[config.mk]
export PLATFORM = sky130hd
export DESIGN_NAME = fetch_frontend
export DESIGN_NICKNAME = d
export VERILOG_FILES = /design/src/fetch_pkg.sv /design/src/fetch_queue.sv /design/src/fetch_request.sv /design/src/instr_aligner.sv /design/src/reg_predecode.sv /design/src/fetch_frontend.sv
export SDC_FILE = /design/constraint.sdc
export NUM_CORES = 1
export LEC_CHECK = 0
export BUFFER_PORTS_ARGS = -buffer_cell sky130_fd_sc_hd__buf_2
export CORE_MARGIN = 2
export CORE_UTILIZATION = 55
export DETAILED_ROUTE_END_ITERATION = 8
export HOLD_SLACK_MARGIN = 0.1
export PLACE_DENSITY_LB_ADDON = 0.15
export SLEW_MARGIN = 10
export SYNTH_ARGS = -nofsm -noshare
export SYNTH_HDL_FRONTEND = slang
export SYNTH_SLANG_ARGS = --single-unit
[constraint.sdc]
create_clock -name clk -period 5.9 [get_ports clk]
set_input_delay 0.59 -clock clk [delete_from_list [all_inputs] [get_ports clk]]
set_output_delay 0.59 -clock clk [all_outputs]
set_load 0.05 [all_outputs]
[src/fetch_pkg.sv]
`default_nettype none

package fetch_pkg;

	// ------------------------------
	// widths with a meaning

	// byte address on the fetch bus
	typedef logic [31:0] addr_t;
	// one bus word as returned by memory
	typedef logic [31:0] word_t;
	// one instruction parcel
	typedef logic [15:0] hword_t;
	// valid halfwords in cir or in the assembly buffer, 0 to 3
	typedef logic [1:0] level_t;
	// accepted fetches still waiting for data, 0 to 3
	typedef logic [1:0] flight_t;
	// architectural register number
	typedef logic [4:0] reg_idx_t;

	// ------------------------------
	// front-end constants

	// prefetch queue entries, power of two and at least 1
	localparam int FIFO_DEPTH = 2;
	// first fetch address out of reset
	localparam addr_t RESET_VECTOR = 32'h0000_0100;
	// limit on accepted fetches awaiting data
	localparam int MAX_IN_FLIGHT = 2;

	// one valid bit per queue entry, entry 0 is the head
	typedef logic [FIFO_DEPTH-1:0] qmask_t;

	// ------------------------------
	// bundles

	// address phase of the fetch bus
	typedef struct packed {
		addr_t addr;
		logic  vld;
	} fetch_req_t;

	// data phase strobe, no back-pressure
	typedef struct packed {
		word_t data;
		logic  vld;
	} fetch_data_t;

	// source registers of the instruction in cir next cycle
	typedef struct packed {
		reg_idx_t rs1;
		reg_idx_t rs2;
		logic     vld;
	} next_regs_t;

endpackage

`default_nettype wire

[src/fetch_queue.sv]
`timescale 1ns/100ps
`default_nettype none

module fetch_queue (
	input  logic             clk,
	input  logic             rst_n,
	input  logic             flush,
	input  logic             push,
	input  fetch_pkg::word_t wdata,
	input  logic             pop,
	output fetch_pkg::word_t head,
	output logic             empty,
	output logic             full,
	output logic             almost_full
);

	// entry 0 is always the head, words move down on pop
	fetch_pkg::word_t  mem [fetch_pkg::FIFO_DEPTH];
	// valid bits form a thermometer from entry 0 upwards
	fetch_pkg::qmask_t valid;
	fetch_pkg::qmask_t valid_push;
	fetch_pkg::qmask_t valid_next;
	// what each entry would load, upper neighbour or write data
	fetch_pkg::word_t  src [fetch_pkg::FIFO_DEPTH];

	assign head  = mem[0];
	assign empty = !valid[0];
	assign full  = valid[fetch_pkg::FIFO_DEPTH-1];
	// exactly one slot left free
	assign almost_full = (valid == ((fetch_pkg::qmask_t'(1) << (fetch_pkg::FIFO_DEPTH - 1))
		- fetch_pkg::qmask_t'(1)));

	// ------------------------------
	// occupancy

	always_comb begin
		// a push grows the thermometer by one at the bottom
		valid_push = push ? ((valid << 1) | fetch_pkg::qmask_t'(1)) : valid;
		// a pop drops one from the top
		valid_next = pop ? (valid_push >> 1) : valid_push;
	end

	always_ff @(posedge clk or negedge rst_n) begin
		if (!rst_n) begin
			valid <= '0;
		end else if (flush) begin
			// jump discards every buffered word at once
			valid <= '0;
		end else begin
			valid <= valid_next;
		end
	end

	// ------------------------------
	// storage

	always_comb begin
		// top entry has nothing above it, so it always takes wdata
		for (int i = 0; i < fetch_pkg::FIFO_DEPTH - 1; i++) begin
			src[i] = valid[i+1] ? mem[i+1] : wdata;
		end
		src[fetch_pkg::FIFO_DEPTH-1] = wdata;
	end

	always_ff @(posedge clk) begin
		for (int i = 0; i < fetch_pkg::FIFO_DEPTH; i++) begin
			// empty slots catch a push, every slot shifts on pop
			if (pop || (push && !valid[i])) begin
				mem[i] <= src[i];
			end
		end
	end

endmodule

`default_nettype wire

[src/fetch_request.sv]
`timescale 1ns/100ps
`default_nettype none

module fetch_request (
	input  logic                  clk,
	input  logic                  rst_n,
	input  fetch_pkg::addr_t      jump_target,
	input  logic                  jump_vld,
	output logic                  jump_rdy,
	output fetch_pkg::fetch_req_t mem_req,
	input  logic                  mem_rdy,
	input  logic                  mem_rsp_vld,
	input  logic                  q_full,
	input  logic                  q_almost_full,
	output logic                  jump_now,
	output logic                  flushing,
	output logic                  unaligned_pending
);

	// address phase was offered and not taken last cycle
	logic              hold;
	// keeps the bus quiet for the first cycle out of reset
	logic              holdoff;
	logic              accept;
	logic              stall;
	// next word to fetch, runs ahead of the pc
	fetch_pkg::addr_t  fetch_addr;
	fetch_pkg::flight_t pending;
	// responses still owed to fetches made before the last jump
	fetch_pkg::flight_t flush_cnt;

	// a held address phase must not change, so jumps wait for it
	assign jump_rdy = !hold;
	assign jump_now = jump_vld && jump_rdy;
	assign accept   = mem_req.vld && mem_rdy;
	assign flushing = |flush_cnt;

	// queue plus fetches in flight must never overflow
	assign stall = q_full
		|| (q_almost_full && pending != '0)
		|| pending >= fetch_pkg::flight_t'(fetch_pkg::MAX_IN_FLIGHT);

	// ------------------------------
	// address phase

	always_comb begin
		// priority is held request, then jump, then sequential
		mem_req.vld  = !holdoff && (hold || jump_vld || !stall);
		mem_req.addr = fetch_addr;
		if (!hold && jump_vld) begin
			// always a word access, halfword offset is dropped later
			mem_req.addr = {jump_target[31:2], 2'b00};
		end
	end

	always_ff @(posedge clk or negedge rst_n) begin
		if (!rst_n) begin
			holdoff    <= 1'b1;
			hold       <= 1'b0;
			fetch_addr <= fetch_pkg::RESET_VECTOR;
		end else begin
			holdoff <= 1'b0;
			hold    <= mem_req.vld && !mem_rdy;
			if (jump_now) begin
				// step past the target word if it went out right away
				fetch_addr <= {jump_target[31:2] + 30'(accept), 2'b00};
			end else if (accept) begin
				fetch_addr <= fetch_addr + 32'd4;
			end
		end
	end

	// ------------------------------
	// in-flight and flush tracking

	always_ff @(posedge clk or negedge rst_n) begin
		if (!rst_n) begin
			pending           <= '0;
			flush_cnt         <= '0;
			unaligned_pending <= 1'b0;
		end else begin
			pending <= pending + fetch_pkg::flight_t'(accept)
				- fetch_pkg::flight_t'(mem_rsp_vld);
			// data landing in the jump cycle itself is already dropped
			if (jump_now) begin
				flush_cnt <= pending - fetch_pkg::flight_t'(mem_rsp_vld);
			end else if (flushing && mem_rsp_vld) begin
				flush_cnt <= flush_cnt - fetch_pkg::flight_t'(1);
			end
			// target on an odd halfword, low half of first word is junk
			if (jump_now) begin
				unaligned_pending <= jump_target[1];
			end else if (mem_rsp_vld && !flushing) begin
				unaligned_pending <= 1'b0;
			end
		end
	end

endmodule

`default_nettype wire

[src/instr_aligner.sv]
`timescale 1ns/100ps
`default_nettype none

module instr_aligner (
	input  logic                   clk,
	input  logic                   rst_n,
	input  logic                   jump_now,
	input  logic                   flushing,
	input  logic                   unaligned_pending,
	input  fetch_pkg::fetch_data_t rsp,
	input  fetch_pkg::word_t       q_head,
	input  logic                   q_empty,
	output logic                   pop,
	output logic                   bypass_taken,
	output fetch_pkg::word_t       cir,
	output fetch_pkg::level_t      cir_vld,
	input  fetch_pkg::level_t      cir_use,
	input  logic                   cir_lock,
	output fetch_pkg::word_t       next_instr,
	output fetch_pkg::level_t      level_next
);

	// halfwords held in {hwbuf, cir}
	fetch_pkg::level_t buf_level;
	// spare halfword above the cir
	fetch_pkg::hword_t hwbuf;
	// first word after an odd jump went into the queue, not the cir
	logic              unaligned_q;
	logic              rsp_ok;
	logic              fetch_vld;
	logic              unaligned;
	logic              must_refill;
	fetch_pkg::word_t  fetch_data;
	fetch_pkg::level_t use_clipped;
	fetch_pkg::level_t level_no_fetch;
	// slot 0 is the lowest halfword, i.e. cir[15:0]
	fetch_pkg::hword_t [2:0] shifted;
	fetch_pkg::hword_t [2:0] merged;

	// stale responses never reach the buffer
	assign rsp_ok     = rsp.vld && !flushing;
	// queue head wins, bus data only when nothing is queued
	assign fetch_data = q_empty ? rsp.data : q_head;
	assign fetch_vld  = !q_empty || rsp_ok;
	assign unaligned  = unaligned_pending || unaligned_q;

	// after a lock the level is zero but decode may still report use
	assign use_clipped    = (buf_level != '0) ? cir_use : '0;
	assign level_no_fetch = buf_level - use_clipped;

	// room for a whole word once at most one halfword is left
	assign must_refill  = !cir_lock && !level_no_fetch[1];
	assign pop          = must_refill && !q_empty;
	assign bypass_taken = must_refill && q_empty && rsp_ok;

	// ------------------------------
	// shift and overlay

	always_comb begin
		// move leftovers down by what decode consumed
		case (use_clipped)
			2'd2:    shifted = {hwbuf, hwbuf, hwbuf};
			2'd1:    shifted = {hwbuf, hwbuf, cir[31:16]};
			default: shifted = {hwbuf, cir[31:16], cir[15:0]};
		endcase
		// fresh word lands right above whatever remains
		if (cir_lock || (level_no_fetch[1] && !unaligned)) begin
			merged = shifted;
		end else if (unaligned) begin
			// only the upper half of the target word is wanted
			merged = {shifted[2], shifted[1], fetch_data[31:16]};
		end else if (level_no_fetch[0]) begin
			merged = {fetch_data, shifted[0]};
		end else begin
			merged = {shifted[2], fetch_data};
		end
	end

	always_comb begin
		if (jump_now || flushing || cir_lock) begin
			level_next = '0;
		end else if (fetch_vld && unaligned) begin
			level_next = 2'd1;
		end else begin
			level_next = buf_level + {must_refill && fetch_vld, 1'b0} - use_clipped;
		end
	end

	// predecode looks at what the cir will hold next
	assign next_instr = merged[1:0];

	// ------------------------------
	// state

	always_ff @(posedge clk or negedge rst_n) begin
		if (!rst_n) begin
			buf_level   <= '0;
			cir_vld     <= '0;
			unaligned_q <= 1'b0;
		end else begin
			buf_level <= level_next;
			// level 3 shows as 2, the spare halfword is not in the cir
			if (!cir_lock) begin
				cir_vld <= level_next & ~(level_next >> 1);
			end
			if (jump_now || pop) begin
				unaligned_q <= 1'b0;
			end else if (unaligned_pending && rsp_ok && !bypass_taken) begin
				unaligned_q <= 1'b1;
			end
		end
	end

	// lock keeps the cir as decode saw it
	always_ff @(posedge clk) begin
		if (!cir_lock) begin
			{hwbuf, cir} <= merged;
		end
	end

endmodule

`default_nettype wire

[src/reg_predecode.sv]
`timescale 1ns/100ps
`default_nettype none

module reg_predecode (
	input  fetch_pkg::word_t      next_instr,
	input  fetch_pkg::level_t     level_next,
	output fetch_pkg::next_regs_t next_regs
);

	logic       is_32bit;
	logic [2:0] funct3;

	assign is_32bit = next_instr[1:0] == 2'b11;
	// compressed opcode group sits in the top three bits
	assign funct3 = next_instr[15:13];

	// a 32-bit instruction needs both halfwords in place
	assign next_regs.vld = is_32bit ? level_next[1] : (level_next != '0);

	always_comb begin
		// default to the compressed short fields, x8 to x15
		next_regs.rs1 = {2'b01, next_instr[9:7]};
		next_regs.rs2 = {2'b01, next_instr[4:2]};
		case (next_instr[1:0])
			2'b11: begin
				next_regs.rs1 = next_instr[19:15];
				next_regs.rs2 = next_instr[24:20];
			end
			2'b00: begin
				// c.addi4spn reads sp
				if (funct3 == 3'b000) begin
					next_regs.rs1 = 5'd2;
				end
			end
			2'b01: begin
				// c.addi16sp reads sp, c.addi reads rd in place
				if (funct3 == 3'b011) begin
					next_regs.rs1 = 5'd2;
				end else if (funct3 == 3'b000) begin
					next_regs.rs1 = next_instr[11:7];
				end
			end
			default: begin
				// quadrant 2 uses the full register fields
				next_regs.rs1 = next_instr[11:7];
				next_regs.rs2 = next_instr[6:2];
				// c.lwsp and c.swsp address off sp
				if (funct3 == 3'b010 || funct3 == 3'b110) begin
					next_regs.rs1 = 5'd2;
				end
			end
		endcase
	end

endmodule

`default_nettype wire

[src/fetch_frontend.sv]
`timescale 1ns/100ps
`default_nettype none

module fetch_frontend (
	input  logic                   clk,
	input  logic                   rst_n,
	output fetch_pkg::fetch_req_t  mem_req,
	input  logic                   mem_rdy,
	input  fetch_pkg::fetch_data_t mem_rsp,
	input  fetch_pkg::addr_t       jump_target,
	input  logic                   jump_vld,
	output logic                   jump_rdy,
	output fetch_pkg::word_t       cir,
	output fetch_pkg::level_t      cir_vld,
	input  fetch_pkg::level_t      cir_use,
	input  logic                   cir_lock,
	output fetch_pkg::next_regs_t  next_regs
);

	logic              jump_now;
	logic              flushing;
	logic              unaligned_pending;
	logic              q_push;
	logic              q_pop;
	logic              q_empty;
	logic              q_full;
	logic              q_almost_full;
	logic              bypass_taken;
	fetch_pkg::word_t  q_head;
	fetch_pkg::word_t  next_instr;
	fetch_pkg::level_t level_next;

	// ------------------------------
	// bus side

	fetch_request i_fetch_request (
		.clk               (clk),
		.rst_n             (rst_n),
		.jump_target       (jump_target),
		.jump_vld          (jump_vld),
		.jump_rdy          (jump_rdy),
		.mem_req           (mem_req),
		.mem_rdy           (mem_rdy),
		.mem_rsp_vld       (mem_rsp.vld),
		.q_full            (q_full),
		.q_almost_full     (q_almost_full),
		.jump_now          (jump_now),
		.flushing          (flushing),
		.unaligned_pending (unaligned_pending)
	);

	// only live data that did not go straight to the cir is queued
	assign q_push = mem_rsp.vld && !flushing && !bypass_taken;

	fetch_queue i_fetch_queue (
		.clk         (clk),
		.rst_n       (rst_n),
		.flush       (jump_now),
		.push        (q_push),
		.wdata       (mem_rsp.data),
		.pop         (q_pop),
		.head        (q_head),
		.empty       (q_empty),
		.full        (q_full),
		.almost_full (q_almost_full)
	);

	// ------------------------------
	// decode side

	instr_aligner i_instr_aligner (
		.clk               (clk),
		.rst_n             (rst_n),
		.jump_now          (jump_now),
		.flushing          (flushing),
		.unaligned_pending (unaligned_pending),
		.rsp               (mem_rsp),
		.q_head            (q_head),
		.q_empty           (q_empty),
		.pop               (q_pop),
		.bypass_taken      (bypass_taken),
		.cir               (cir),
		.cir_vld           (cir_vld),
		.cir_use           (cir_use),
		.cir_lock          (cir_lock),
		.next_instr        (next_instr),
		.level_next        (level_next)
	);

	reg_predecode i_reg_predecode (
		.next_instr (next_instr),
		.level_next (level_next),
		.next_regs  (next_regs)
	);

endmodule

`default_nettype wire

# ---- Word-level counts from Yosys, hierarchy flattened
# Memories as Yosys holds them, arrays and structs flattened.
# Cells that the tools add are included.
dict set report classes {
  addsub 9
  n_lt_le_gt_ge 1
  eq_ne 8
  muxes 32
  n_bitwise 2
  n_reduce_logical 55
}
# operator n
set ops {}
lappend ops {{2-to-1 mux 32 bit} 5}
lappend ops {{2-to-1 mux 48 bit} 3}
lappend ops {{one-hot mux 32 bit (2 select lines)} 1}
lappend ops {{adder 32 x 3 -> 32 bit, second input constant} 1}
lappend ops {{adder 30 x 1 -> 30 bit} 1}
lappend ops {{logical AND 1 bit} 19}
lappend ops {{2-to-1 mux 2 bit} 8}
lappend ops {{2-to-1 mux 5 bit} 3}
lappend ops {{one-hot mux 5 bit (3 select lines)} 1}
lappend ops {{nonzero test 2 bit} 7}
lappend ops {{logical OR 1 bit} 13}
lappend ops {{logical NOT 1 bit} 11}
lappend ops {{one-hot mux 5 bit (2 select lines)} 1}
lappend ops {{2-to-1 mux 1 bit} 9}
lappend ops {{equality test 2 x 1 -> 1 bit, second input constant} 3}
lappend ops {{equality test 3 x 2 -> 1 bit, second input constant} 2}
lappend ops {{equality test 2 bit, second input constant} 2}
lappend ops {{2-to-1 mux 4 bit} 1}
lappend ops {{OR reduction 2 bit} 2}
lappend ops {{subtractor 2 x 1 -> 2 bit} 2}
lappend ops {{subtractor 2 bit} 2}
lappend ops {{equality test 3 bit, second input constant} 1}
lappend ops {{logical NOT 3 bit} 1}
lappend ops {{nonzero test 3 bit} 1}
lappend ops {{7 further kinds} 7}
dict set report word_totals {
  ff_bits 94
  mem_bits_rw 64
  n_memories 1
}
# memory words word_bits read_ports rd_ports_with_merged_regs wr line_no
set memory_table {}
lappend memory_table {i_fetch_queue.mem 2 32 2 0 2 fetch_queue.sv:18} ;# fetch_pkg::word_t mem [fetch_pkg::FIFO_DEPTH];

# ---- Depth between registers and ports, before layout
# Gate-level depths: netlist (run 1).
dict set report logic_depth {
  depth_word 13
  depth_mapped 15
  depth_no_buf 13
}

# ---- By module
# A second synthesis (run 1) with hierarchy kept.
dict set report hier_totals {
  hier_cells 895
  hier_area_um2 9466.6
}
# module instances cells_each area_each_um2
set modules_own_cells {}
lappend modules_own_cells {instr_aligner 1 299 3286.9}
lappend modules_own_cells {fetch_request 1 406 3094.2}
lappend modules_own_cells {fetch_queue 1 144 2792.7}
lappend modules_own_cells {reg_predecode 1 45 280.3}
lappend modules_own_cells {fetch_frontend 1 1 12.5}

# ---- Least setup slack after synthesis (run 1)
# OpenSTA, ideal clock, no wires.
dict set report synth_timing {
  path_type {in2reg}
  start {in cir_use[0]}
  end {mem i_fetch_queue.mem[0][0] (netlist bit) (enable)}
  setup_ps 466
  arrival_time_ps 4186
  slack_ps 1249
  path_stages 7
  cell_sequence {o21a_1 ha_1 a21oi_1 or2_2 nor2_1 or2_2 o21ai_0}
}
# item line_no
set synth_rtl {}
lappend synth_rtl {{from (decl)} fetch_frontend.sv:15} ;# input fetch_pkg::level_t cir_use,
lappend synth_rtl {{to (decl)} fetch_queue.sv:18}

==> results.cfg, run 1 <==
[cts]
clockBufferDepth = 2
cts_resized = 0
clk_pin_slew_worst_paths_ns = 0.06
cts_max_level = 4
cts_sinks = 156
cts_root_buf = clkbuf_16
clock_latency_ns = 0.43
cts_hold_buf = 0
numCtsBuffers = 17
cts_setup_buffers = 0
cts_tree = done

[cells_and_area]
drive_above_1_share_pct = 27.62
syn2layout_area_growth_pct = 17.01
nets = 1061
utilization_pct = 65.45
instances_no_fill = 1209

[run]
drv_cap = 0

[synth]
synthFlopType = edfxtp_1
syn_area_per_cell_um2 = 10.38
synth_top_cell_by_area = edfxtp_1
synth-edff-count = 112
synth_seq_area_share_pct = 50.64
synth-seq-cells = 156
synthArstFlopShare_pct = 28.21
yosysUniqueCellTypes = 58
synth_area_leaders = edfxtp_1 (38%), dfrtp_1 (12%), mux2_2 (7.9%), nand2_1 (5.7%), xnor2_1 (4.0%)
yosys.area.top_type_share_pct = 38.13
synth_area_um2 = 8821
synth_warnings = 0
synthCells = 850

[min_path]
worst_hold_path_type = in -> reg

[placed_design]
dp_cells = 1176
io_buffers = 147
gp_routability_congestion = 0.8534
dp_hpwl_mm = 14.59

[critical_path]
required_ns = 5.31
cp_slowest_cell = a311oi_2
cp_data_arrival_time_ns = 4.08
crit_fanout = 26
worst-r2r-setup-slack_ns = 2.01
critPathBufInv = 2
max_stage_delay_ns = 0.77
path_delay_family = compound AO/OA/AOI/OAI gates
start_kind = flip-flop
end_kind = output pin
crit_chain = o21a_1 > ha_1 > buf_4 > or4b_4 > a311oi_2 > nor2_1 > mux2_2 > buf_2
crit_type = reg -> out

[pwr]
p_leak_nw = 4.151
p_int_w = 0.002361
p_switching_w = 0.001508
max-vdd-ir-drop_v = 0.0002355
p_sw_share_pct = 38.97
clockPowerShare_pct = 28.0
powerDensity_nw_per_um2 = 374.8
seq_power_share_pct = 38.7
pwr-share-comb_pct = 33.4

[timing]
max_freq_mhz = 214.1
skew_ns = 0.005825
fin_crit_sh_pct = 79.15
hold_viol = 0
fin_crit_ns = 4.670
max_slew_margin_pct = 25.11
setup_tns_ns = 0
rsz0062_at_grt = no
max_slew.worst_pin.slew_ns = 1.123
maxSlewViolCount = 0
setup_viol = 0

[detailed_routing]
vias = 6980
wire_per_inst_um = 17.93
via_per_inst = 5.773
drt_iter0_drc = 605
first_pass_iters = 5
wirelength_mm = 21.68
antenna_left = 0
drc = 0

[grt]
antenna_found_initial = 1
gr-total-overflow = 0
grt_max_degree = 71
grt_pass1_vias = 6462
grt_pass1_wl_mm = 33.33
groute.usage.overall_pct = 25.52

[floorplan]
die_height_um = 130.6
num_rows = 46
dieArea_um2 = 17070
core_um2 = 15770
die_w_um = 130.6
start_util_pct = 55.93
pin_count = 151

[run_status]
status = finished, final reports clean
kinds of logic after synthesis:
group / share of synthesized area [%]
fa+ha+maj: 1.418
buf+inv: 3.915
flops: 50.64
mux: 10.87
compound gates: 13.04
simple gates: 14.43
other cells: 0.04251
xor+xnor: 5.660
metrics by stage:
stage	hold slack [ns]	setup slack, ns	cell area (um^2)	power [W]
floorplan	0.2944	1.249	8828	0.002468
global placement	0.4615	1.525	9741	0.002780
detailed placement	0.4638	1.492	9741	0.002801
CTS	0.3061	1.238	10320	0.003887
global route	0.3280	1.108	10320	0.004039
finish	0.3237	1.230	10320	0.003868
power by group through the flow:
| stage | combinational [W] | sequential [W] | clock [W] |
|---|---|---|---|
| CTS | 0.00129 | 0.00149 | 0.00110 |
| finish | 0.00129 | 0.00150 | 0.00108 |
| global route | 0.00138 | 0.00151 | 0.00114 |
| floorplan | 0.000838 | 0.00163 | 0 |
| global placement | 0.00127 | 0.00151 | 0 |
| detailed placement | 0.00129 | 0.00152 | 0 |
routing by layer:
metal	vias to the layer above	wire length, um	global-route usage (%)
met5	-	0	0
met4	0	459	9.011
met3	36	1348	4.967
met2	235	9859	39.25
met1	3342	10020	36.47
li1	3367	-	-
worst register-to-register path: stages, from the launching register on:
cell      delay [ns]
dfrtp_1         0.79
a211o_1         0.45
a21oi_1         0.24
nand2_1         0.20
clkinv_1        0.18
ha_1            0.22
ha_1            0.20
nand3_1         0.12
nor2_1          0.39
and4_1          0.40
nand2_1         0.15
nor2_1          0.14
xnor2_1         0.15
mux2i_1         0.11
final cells by class:
class                           instances  area [um^2]
Fill cell                            1303         5449
Sequential cell                       156         4467
Multi-Input combinational cell        612         4048
Timing Repair Buffer                  160        833.3
Clock buffer                           17        425.4
Tap cell                              216        270.3
Clock inverter                         15        152.6
Inverter                               32        122.6
Antenna cell                            1        2.502
final timing paths:
kind | startpoint | endpoint | cells past startpoint
setup / recovery | i_instr_aligner.buf_level[0] | next_regs[1] | 8
hold / removal | mem_rdy | i_fetch_request.hold | 2
setup reg to reg | i_fetch_queue.valid[0] | i_fetch_request.fetch_addr[28] | 13
hold reg to reg | i_instr_aligner.cir_vld[1] | i_instr_aligner.cir_vld[1] | 1
max in group asynchronous | rst_n | i_fetch_request.hold | 1
min in group asynchronous | rst_n | i_fetch_request.fetch_addr[21] | 1
cell usage in the layout, fill, tap and decap left out, types with 5 or more instances in the layout:
cell and instances:
xor2_1 17, buf_2 147, a22oi_1 27, o21ai_0 47, dfrtp_1 42, and2_1 5
nor2b_1 5, inv_1 29, inv_6 5, or2_2 5, and3_1 13, mux2_2 62
a31oi_1 5, mux2i_1 26, buf_4 13, nand2_1 132, nor3_1 15, ha_1 10
xnor2_1 40, nor2_1 51, o22ai_1 11, edfxtp_1 112, nand3_1 22, a221oi_1 17
clkbuf_16 17, a21oi_1 44, nand4_1 12
Yosys cell counts (all sizes together) (12+ instances only):
cell    count
nand2     133
edfxtp    112
mux2       62
nor2       51
o21ai      50
a21oi      44
dfrtp      42
clkbuf     41
xnor2      40
inv        31
a22oi      27
mux2i      26
nand3      22
a221oi     17
xor2       17
nor3       15
and3       13
nand4      12
registers in the layout, indices dropped and copies added, names as in the netlist, 2 cells and up:
name and flops:
i_fetch_queue.mem 64, i_fetch_queue.valid 2, i_fetch_request.pending 2, i_fetch_request.fetch_addr 30, i_instr_aligner.cir 32, i_instr_aligner.buf_level 2, i_instr_aligner.hwbuf 16, i_instr_aligner.cir_vld 2
i_fetch_request.flush_cnt 2
No activity file was read; power rests on OpenSTA's default activity.
==> inputs of run 2 (changes only) <==
==> constraint.sdc (replaced) <==
create_clock -name clk -period 4.55 [get_ports clk]
set_input_delay 0.455 -clock clk [delete_from_list [all_inputs] [get_ports clk]]
set_output_delay 0.455 -clock clk [all_outputs]
set_load 0.05 [all_outputs]
==> run 2 against run 1 <==
Compared with the run above: power rose by 32%; largest power group unchanged; routed wire length increased by 1.9%; final cell count is 0.74% higher; highest routed layer unchanged; clock skew up 0.0028 ns.
==> results.cfg, run 2 (synthesis results as in run 1) <==
[cells_and_area]
mostFrequentLayoutCells = buf_2 (147), nand2_1 (132), edfxtp_1 (112), mux2_2 (62), nor2_1 (51)
fillers = 1302
diodes = 0
layout_commonest_cell = buf_2
largest_register = i_fetch_queue.mem
syn2layout_area_growth_pct = 18.23
nets = 1071
drive_above_1_share_pct = 28.34
largest_reg_flops = 64

[detailed_routing]
antenna_left = 0
vias = 7088
drt_iter0_drc = 682
wire_per_inst_um = 18.13
wirelength_mm = 22.09
drc = 0
first_pass_iters = 6
via_per_inst = 5.819

[cts]
clock_latency_ns = 0.42
clk_pin_slew_worst_paths_ns = 0.06
cts_setup_buffers = 0
cts_hold_buf = 0
cts_resized = 0
clockBufferDepth = 2
cts_max_level = 4
cts_sinks = 156
cts_tree = done
numCtsBuffers = 17
cts_root_buf = clkbuf_16

[critical_path]
end_kind = output pin
required_ns = 4.09
crit_type = reg -> out
cp_data_arrival_time_ns = 3.92
start_kind = flip-flop
crit_fanout = 14

[timing]
max_slew_margin_pct = 31.19
timing.final.ws_setup_ns = 0.1764
rsz0062_at_grt = no
max_slew.worst_pin.slew_ns = 1.029
timing.hold.ws_ns = 0.1890
skew_ns = 0.008588
setup_viol = 0
hold_viol = 0
maxSlewViolCount = 0
fin_crit_ns = 4.374
setup_tns_ns = 0
fin_crit_sh_pct = 96.12
max_freq_mhz = 228.6

[run_status]
status = finished, final reports clean

[floorplan]
start_util_pct = 55.93
die_w_um = 130.6
core_um2 = 15770
pin_count = 151
die_height_um = 130.6
num_rows = 46
dieArea_um2 = 17070

[grt]
met1_usage_pct = 38.82
grt_pass1_vias = 6482
grt_max_degree = 70
gr-total-overflow = 0
met2_usage_pct = 39.43
grt_pass1_wl_mm = 34.27
antenna_found_initial = 0
use_met3_pct = 5.252
groute.usage.overall_pct = 26.26
top_usage_layer = met2

[pwr]
powerDensity_nw_per_um2 = 488.8
max-vdd-ir-drop_v = 0.0003078
p_leak_nw = 4.211

[placed_design]
io_buffers = 147
pre_cts_slack_ns = 0.5836
dp_hpwl_mm = 15.31
gp_routability_congestion = 0.8796

[min_path]
worst_hold_path_type = in -> reg

[run]
drv_cap = 0
==> run 2: cell types whose count changed in the layout (fill, tap and decap cells not counted) <==
cell	before	now
buf_12	0	1
buf_4	13	22
bufinv_16	1	2
clkinv_2	1	0
clkinv_4	2	3
diode_2	1	0
inv_8	4	3
==> run 2: path summary, 6_finish.rpt <==
check / slack [ns] / startpoint / to / depth (start not counted)
min in group asynchronous: 0.20 / rst_n / i_fetch_request.fetch_addr[21] / 1
min: 0.19 / mem_rdy / i_fetch_request.hold / 2
min reg2reg: 0.48 / i_instr_aligner.cir_vld[1] / i_instr_aligner.cir_vld[1] / 1
max in group asynchronous: 3.70 / rst_n / i_fetch_request.fetch_addr[7] / 1
max: 0.18 / i_instr_aligner.buf_level[0] / next_regs[3] / 8
max reg2reg: 1.20 / i_fetch_queue.valid[0] / i_fetch_request.fetch_addr[23] / 12
==> run 2: cell type report <==
type	count	area (um^2)	area share (%)
flip-flops and latches	156	4467	42.83
multi-input cells	612	4048	38.81
repair buffers	170	920.9	8.830
clock buffers	17	425.4	4.079
well taps	216	270.3	2.591
clock inverters	15	175.2	1.680
inverters	32	122.6	1.176
==> run 2: worst max-delay path: stages, from the launching register on <==
cell and delay, ns:
dfrtp_1 0.40, o21a_1 0.23, ha_1 0.19, and3_1 0.26
or4b_4 0.64, a311oi_2 0.77, nor2_1 0.40, mux2_2 0.38
buf_2 0.21
==> run 2: power breakdown <==
part           internal, W  switching (W)  total [W]
logic             0.000514        0.00119    0.00171
registers          0.00179       0.000143    0.00193
clock network     0.000829       0.000630    0.00146
total              0.00313        0.00197    0.00510
==> run 2: through the flow <==
step,cell area [um^2],util [%],cells,total power (W)
global route,10430,66.13,1218,0.005332
detailed placement,9828,62.32,1186,0.003658
global placement,9828,62.32,1186,0.003626
floorplan,8828,-,852,0.003200
finish,10430,66.13,1218,0.005097
CTS,10430,66.13,1218,0.005115
==> run 2: layer usage <==
metal | up-vias | wire length, um | share of wire (%)
met5 | - | 0 | 0
met4 | 0 | 352 | 1.6
met3 | 29 | 1487 | 6.7
met2 | 249 | 10180 | 46
met1 | 3433 | 10070 | 46
li1 | 3377 | - | -
==> inputs of run 3 (changes only) <==
--- a/config.mk
+++ b/config.mk
@@ -6,8 +6,10 @@
 export NUM_CORES = 1
 export LEC_CHECK = 0
 export BUFFER_PORTS_ARGS = -buffer_cell sky130_fd_sc_hd__buf_2
+export CELL_PAD_IN_SITES_DETAIL_PLACEMENT = 2
+export CELL_PAD_IN_SITES_GLOBAL_PLACEMENT = 2
 export CORE_MARGIN = 2
-export CORE_UTILIZATION = 55
+export CORE_UTILIZATION = 36
 export DETAILED_ROUTE_END_ITERATION = 8
 export HOLD_SLACK_MARGIN = 0.1
 export PLACE_DENSITY_LB_ADDON = 0.15
==> run 3 against run 2 <==
Compared with the run above: routed wire length is 28% higher; largest power group unchanged; non-clock buffer count is 4 higher; combinational power is 4% higher; final cell count is 9.1% higher; power up 2.4%; utilization decreased by 22 points; critical endpoint is now next_regs[7]; clock power about the same; cell area up 1.7%; register-to-register slack got worse by 0.31 ns; largest cell class unchanged.
==> results.cfg, run 3 (synthesis results as in run 1) <==
[run_status]
status = finished, final reports clean

[grt]
antenna_found_initial = 0
groute.usage.overall_pct = 22.72
grt_pass1_vias = 7947
gr-total-overflow = 0
grt_pass1_wl_mm = 45.80
grt_max_degree = 70

[pwr]
pwr-share-comb_pct = 34.0
max-vdd-ir-drop_v = 0.0002473
p_leak_nw = 4.229
p_int_w = 0.003140
power_w = 0.005220
powerDensity_nw_per_um2 = 492.3
p_switching_w = 0.002080
clockPowerShare_pct = 28.5
p_sw_share_pct = 39.85
seq_power_share_pct = 37.4

[cells_and_area]
multi_input_area_um2 = 4068
largest_register = i_fetch_queue.mem
layout_commonest_cell = buf_2
mostFrequentLayoutCells = buf_2 (147), nand2_1 (132), edfxtp_1 (112), mux2_2 (62), nor2_1 (50)
syn2layout_area_growth_pct = 20.20
fin_area_um2 = 10600
diodes = 0
largest_reg_flops = 64
instances_no_fill = 1329
drive_above_1_share_pct = 28.86
fillers = 2582
nets = 1075
register_area_um2 = 4467

[detailed_routing]
vias = 7198
first_pass_iters = 4
antenna_left = 0
drc = 0
wirelength_mm = 28.29
drt_iter0_drc = 358
wire_per_inst_um = 21.29
via_per_inst = 5.416

[floorplan]
start_util_pct = 36.49
die_height_um = 160.5
dieArea_um2 = 25770
core_um2 = 24180
num_rows = 57
pin_count = 151
die_w_um = 160.5

[timing]
hold_viol = 0
setup_tns_ns = 0
fin_crit_ns = 4.292
setup_viol = 0
max_slew_margin_pct = 43.02
rsz0062_at_grt = no
maxSlewViolCount = 0
skew_ns = 0.01232
max_slew.worst_pin.slew_ns = 0.8547
fin_crit_sh_pct = 94.32
max_freq_mhz = 233.0
timing.final.ws_setup_ns = 0.2583

[cts]
cts_setup_buffers = 0
clock_latency_ns = 0.42
cts_max_level = 4
cts_tree = done
cts_sinks = 156
numCtsBuffers = 17
clockBufferDepth = 2
cts_root_buf = clkbuf_16
cts_hold_buf = 0
clk_pin_slew_worst_paths_ns = 0.07

[critical_path]
required_ns = 4.09
crit_type = reg -> out
crit_fanout = 14
start_kind = flip-flop
end_kind = output pin
cp_data_arrival_time_ns = 3.84

[placed_design]
dp_hpwl_mm = 19.90
io_buffers = 147
gp_routability_congestion = 0.8079
pre_cts_slack_ns = 0.3429
dpl_cell_area_um2 = 9973
dp_cells = 1298

[min_path]
worst_hold_path_type = in -> async

[run]
drv_cap = 0
## run 3: changes by cell type in the layout (fill, tap and decap cells not counted), sizes merged
cell	change
clkinvlp	+1
buf	+4
clkinv	-2
## run 3: metal layers
| layer | vias to the layer above | routed length [um] | GRT usage (%) |
|---|---|---|---|
| met5 | - | 0 | 0 |
| met3 | 16 | 1317 | 4.210 |
| met2 | 157 | 13560 | 37.42 |
| met1 | 3655 | 13180 | 31.63 |
| met4 | 0 | 229 | 4.218 |
| li1 | 3370 | - | - |
## run 3: cell type report
cell class	instances	share of cell area, %
Clock inverter	14	1.664
Timing Repair Buffer	174	8.851
Clock buffer	17	4.012
Inverter	32	1.156
Sequential cell	156	42.13
Multi-Input combinational cell	612	38.36
Tap cell	324	3.823
## run 3: through the flow
stage          util, %  hold WS, ns
6_report         43.85       0.1259
5_1_grt          43.85       0.1561
4_1_cts          43.79       0.1508
3_5_place_dp     41.25       0.4766
3_3_place_gp     41.25       0.4657
2_1_floorplan        -       0.1594
## run 3: worst paths after layout
path | start | endpoint | slack, ns | depth (start not counted)
worst max-delay path | i_instr_aligner.buf_level[0] | next_regs[7] | 0.26 | 9
worst min-delay path | rst_n | i_fetch_request.fetch_addr[21] | 0.13 | 2
worst max register to register | i_fetch_queue.valid[0] | i_fetch_request.fetch_addr[28] | 0.89 | 14
worst min register to register | i_instr_aligner.cir_vld[1] | i_instr_aligner.cir_vld[1] | 0.48 | 1
max in group asynchronous | rst_n | i_fetch_request.fetch_addr[31] | 3.95 | 2
min in group clk | mem_rdy | i_fetch_request.hold | 0.19 | 2
## run 3: worst max-delay path: stages, from the launching register on
cell and delay, ns:
dfrtp_1 0.41, o21a_1 0.24, ha_1 0.21, and3_1 0.28, or4b_4 0.67, a311oi_4 0.68
nand4_1 0.17, a21oi_1 0.24, o32a_1 0.23, buf_2 0.29
## run 3: timing repair
action	CTS	global route
setup endpoints to repair	7	8
endpoints found under the hold margin	0	0
gates resized for setup	1	3
## run 3: power groups by stage
stage          Combinational [W]  Sequential, W  Clock (W)
2_1_floorplan            0.00109        0.00211          0
3_3_place_gp             0.00171        0.00197          0
3_5_place_dp             0.00176        0.00198          0
4_1_cts                  0.00179        0.00196    0.00153
5_1_grt                  0.00192        0.00198    0.00160
6_report                 0.00178        0.00195    0.00149
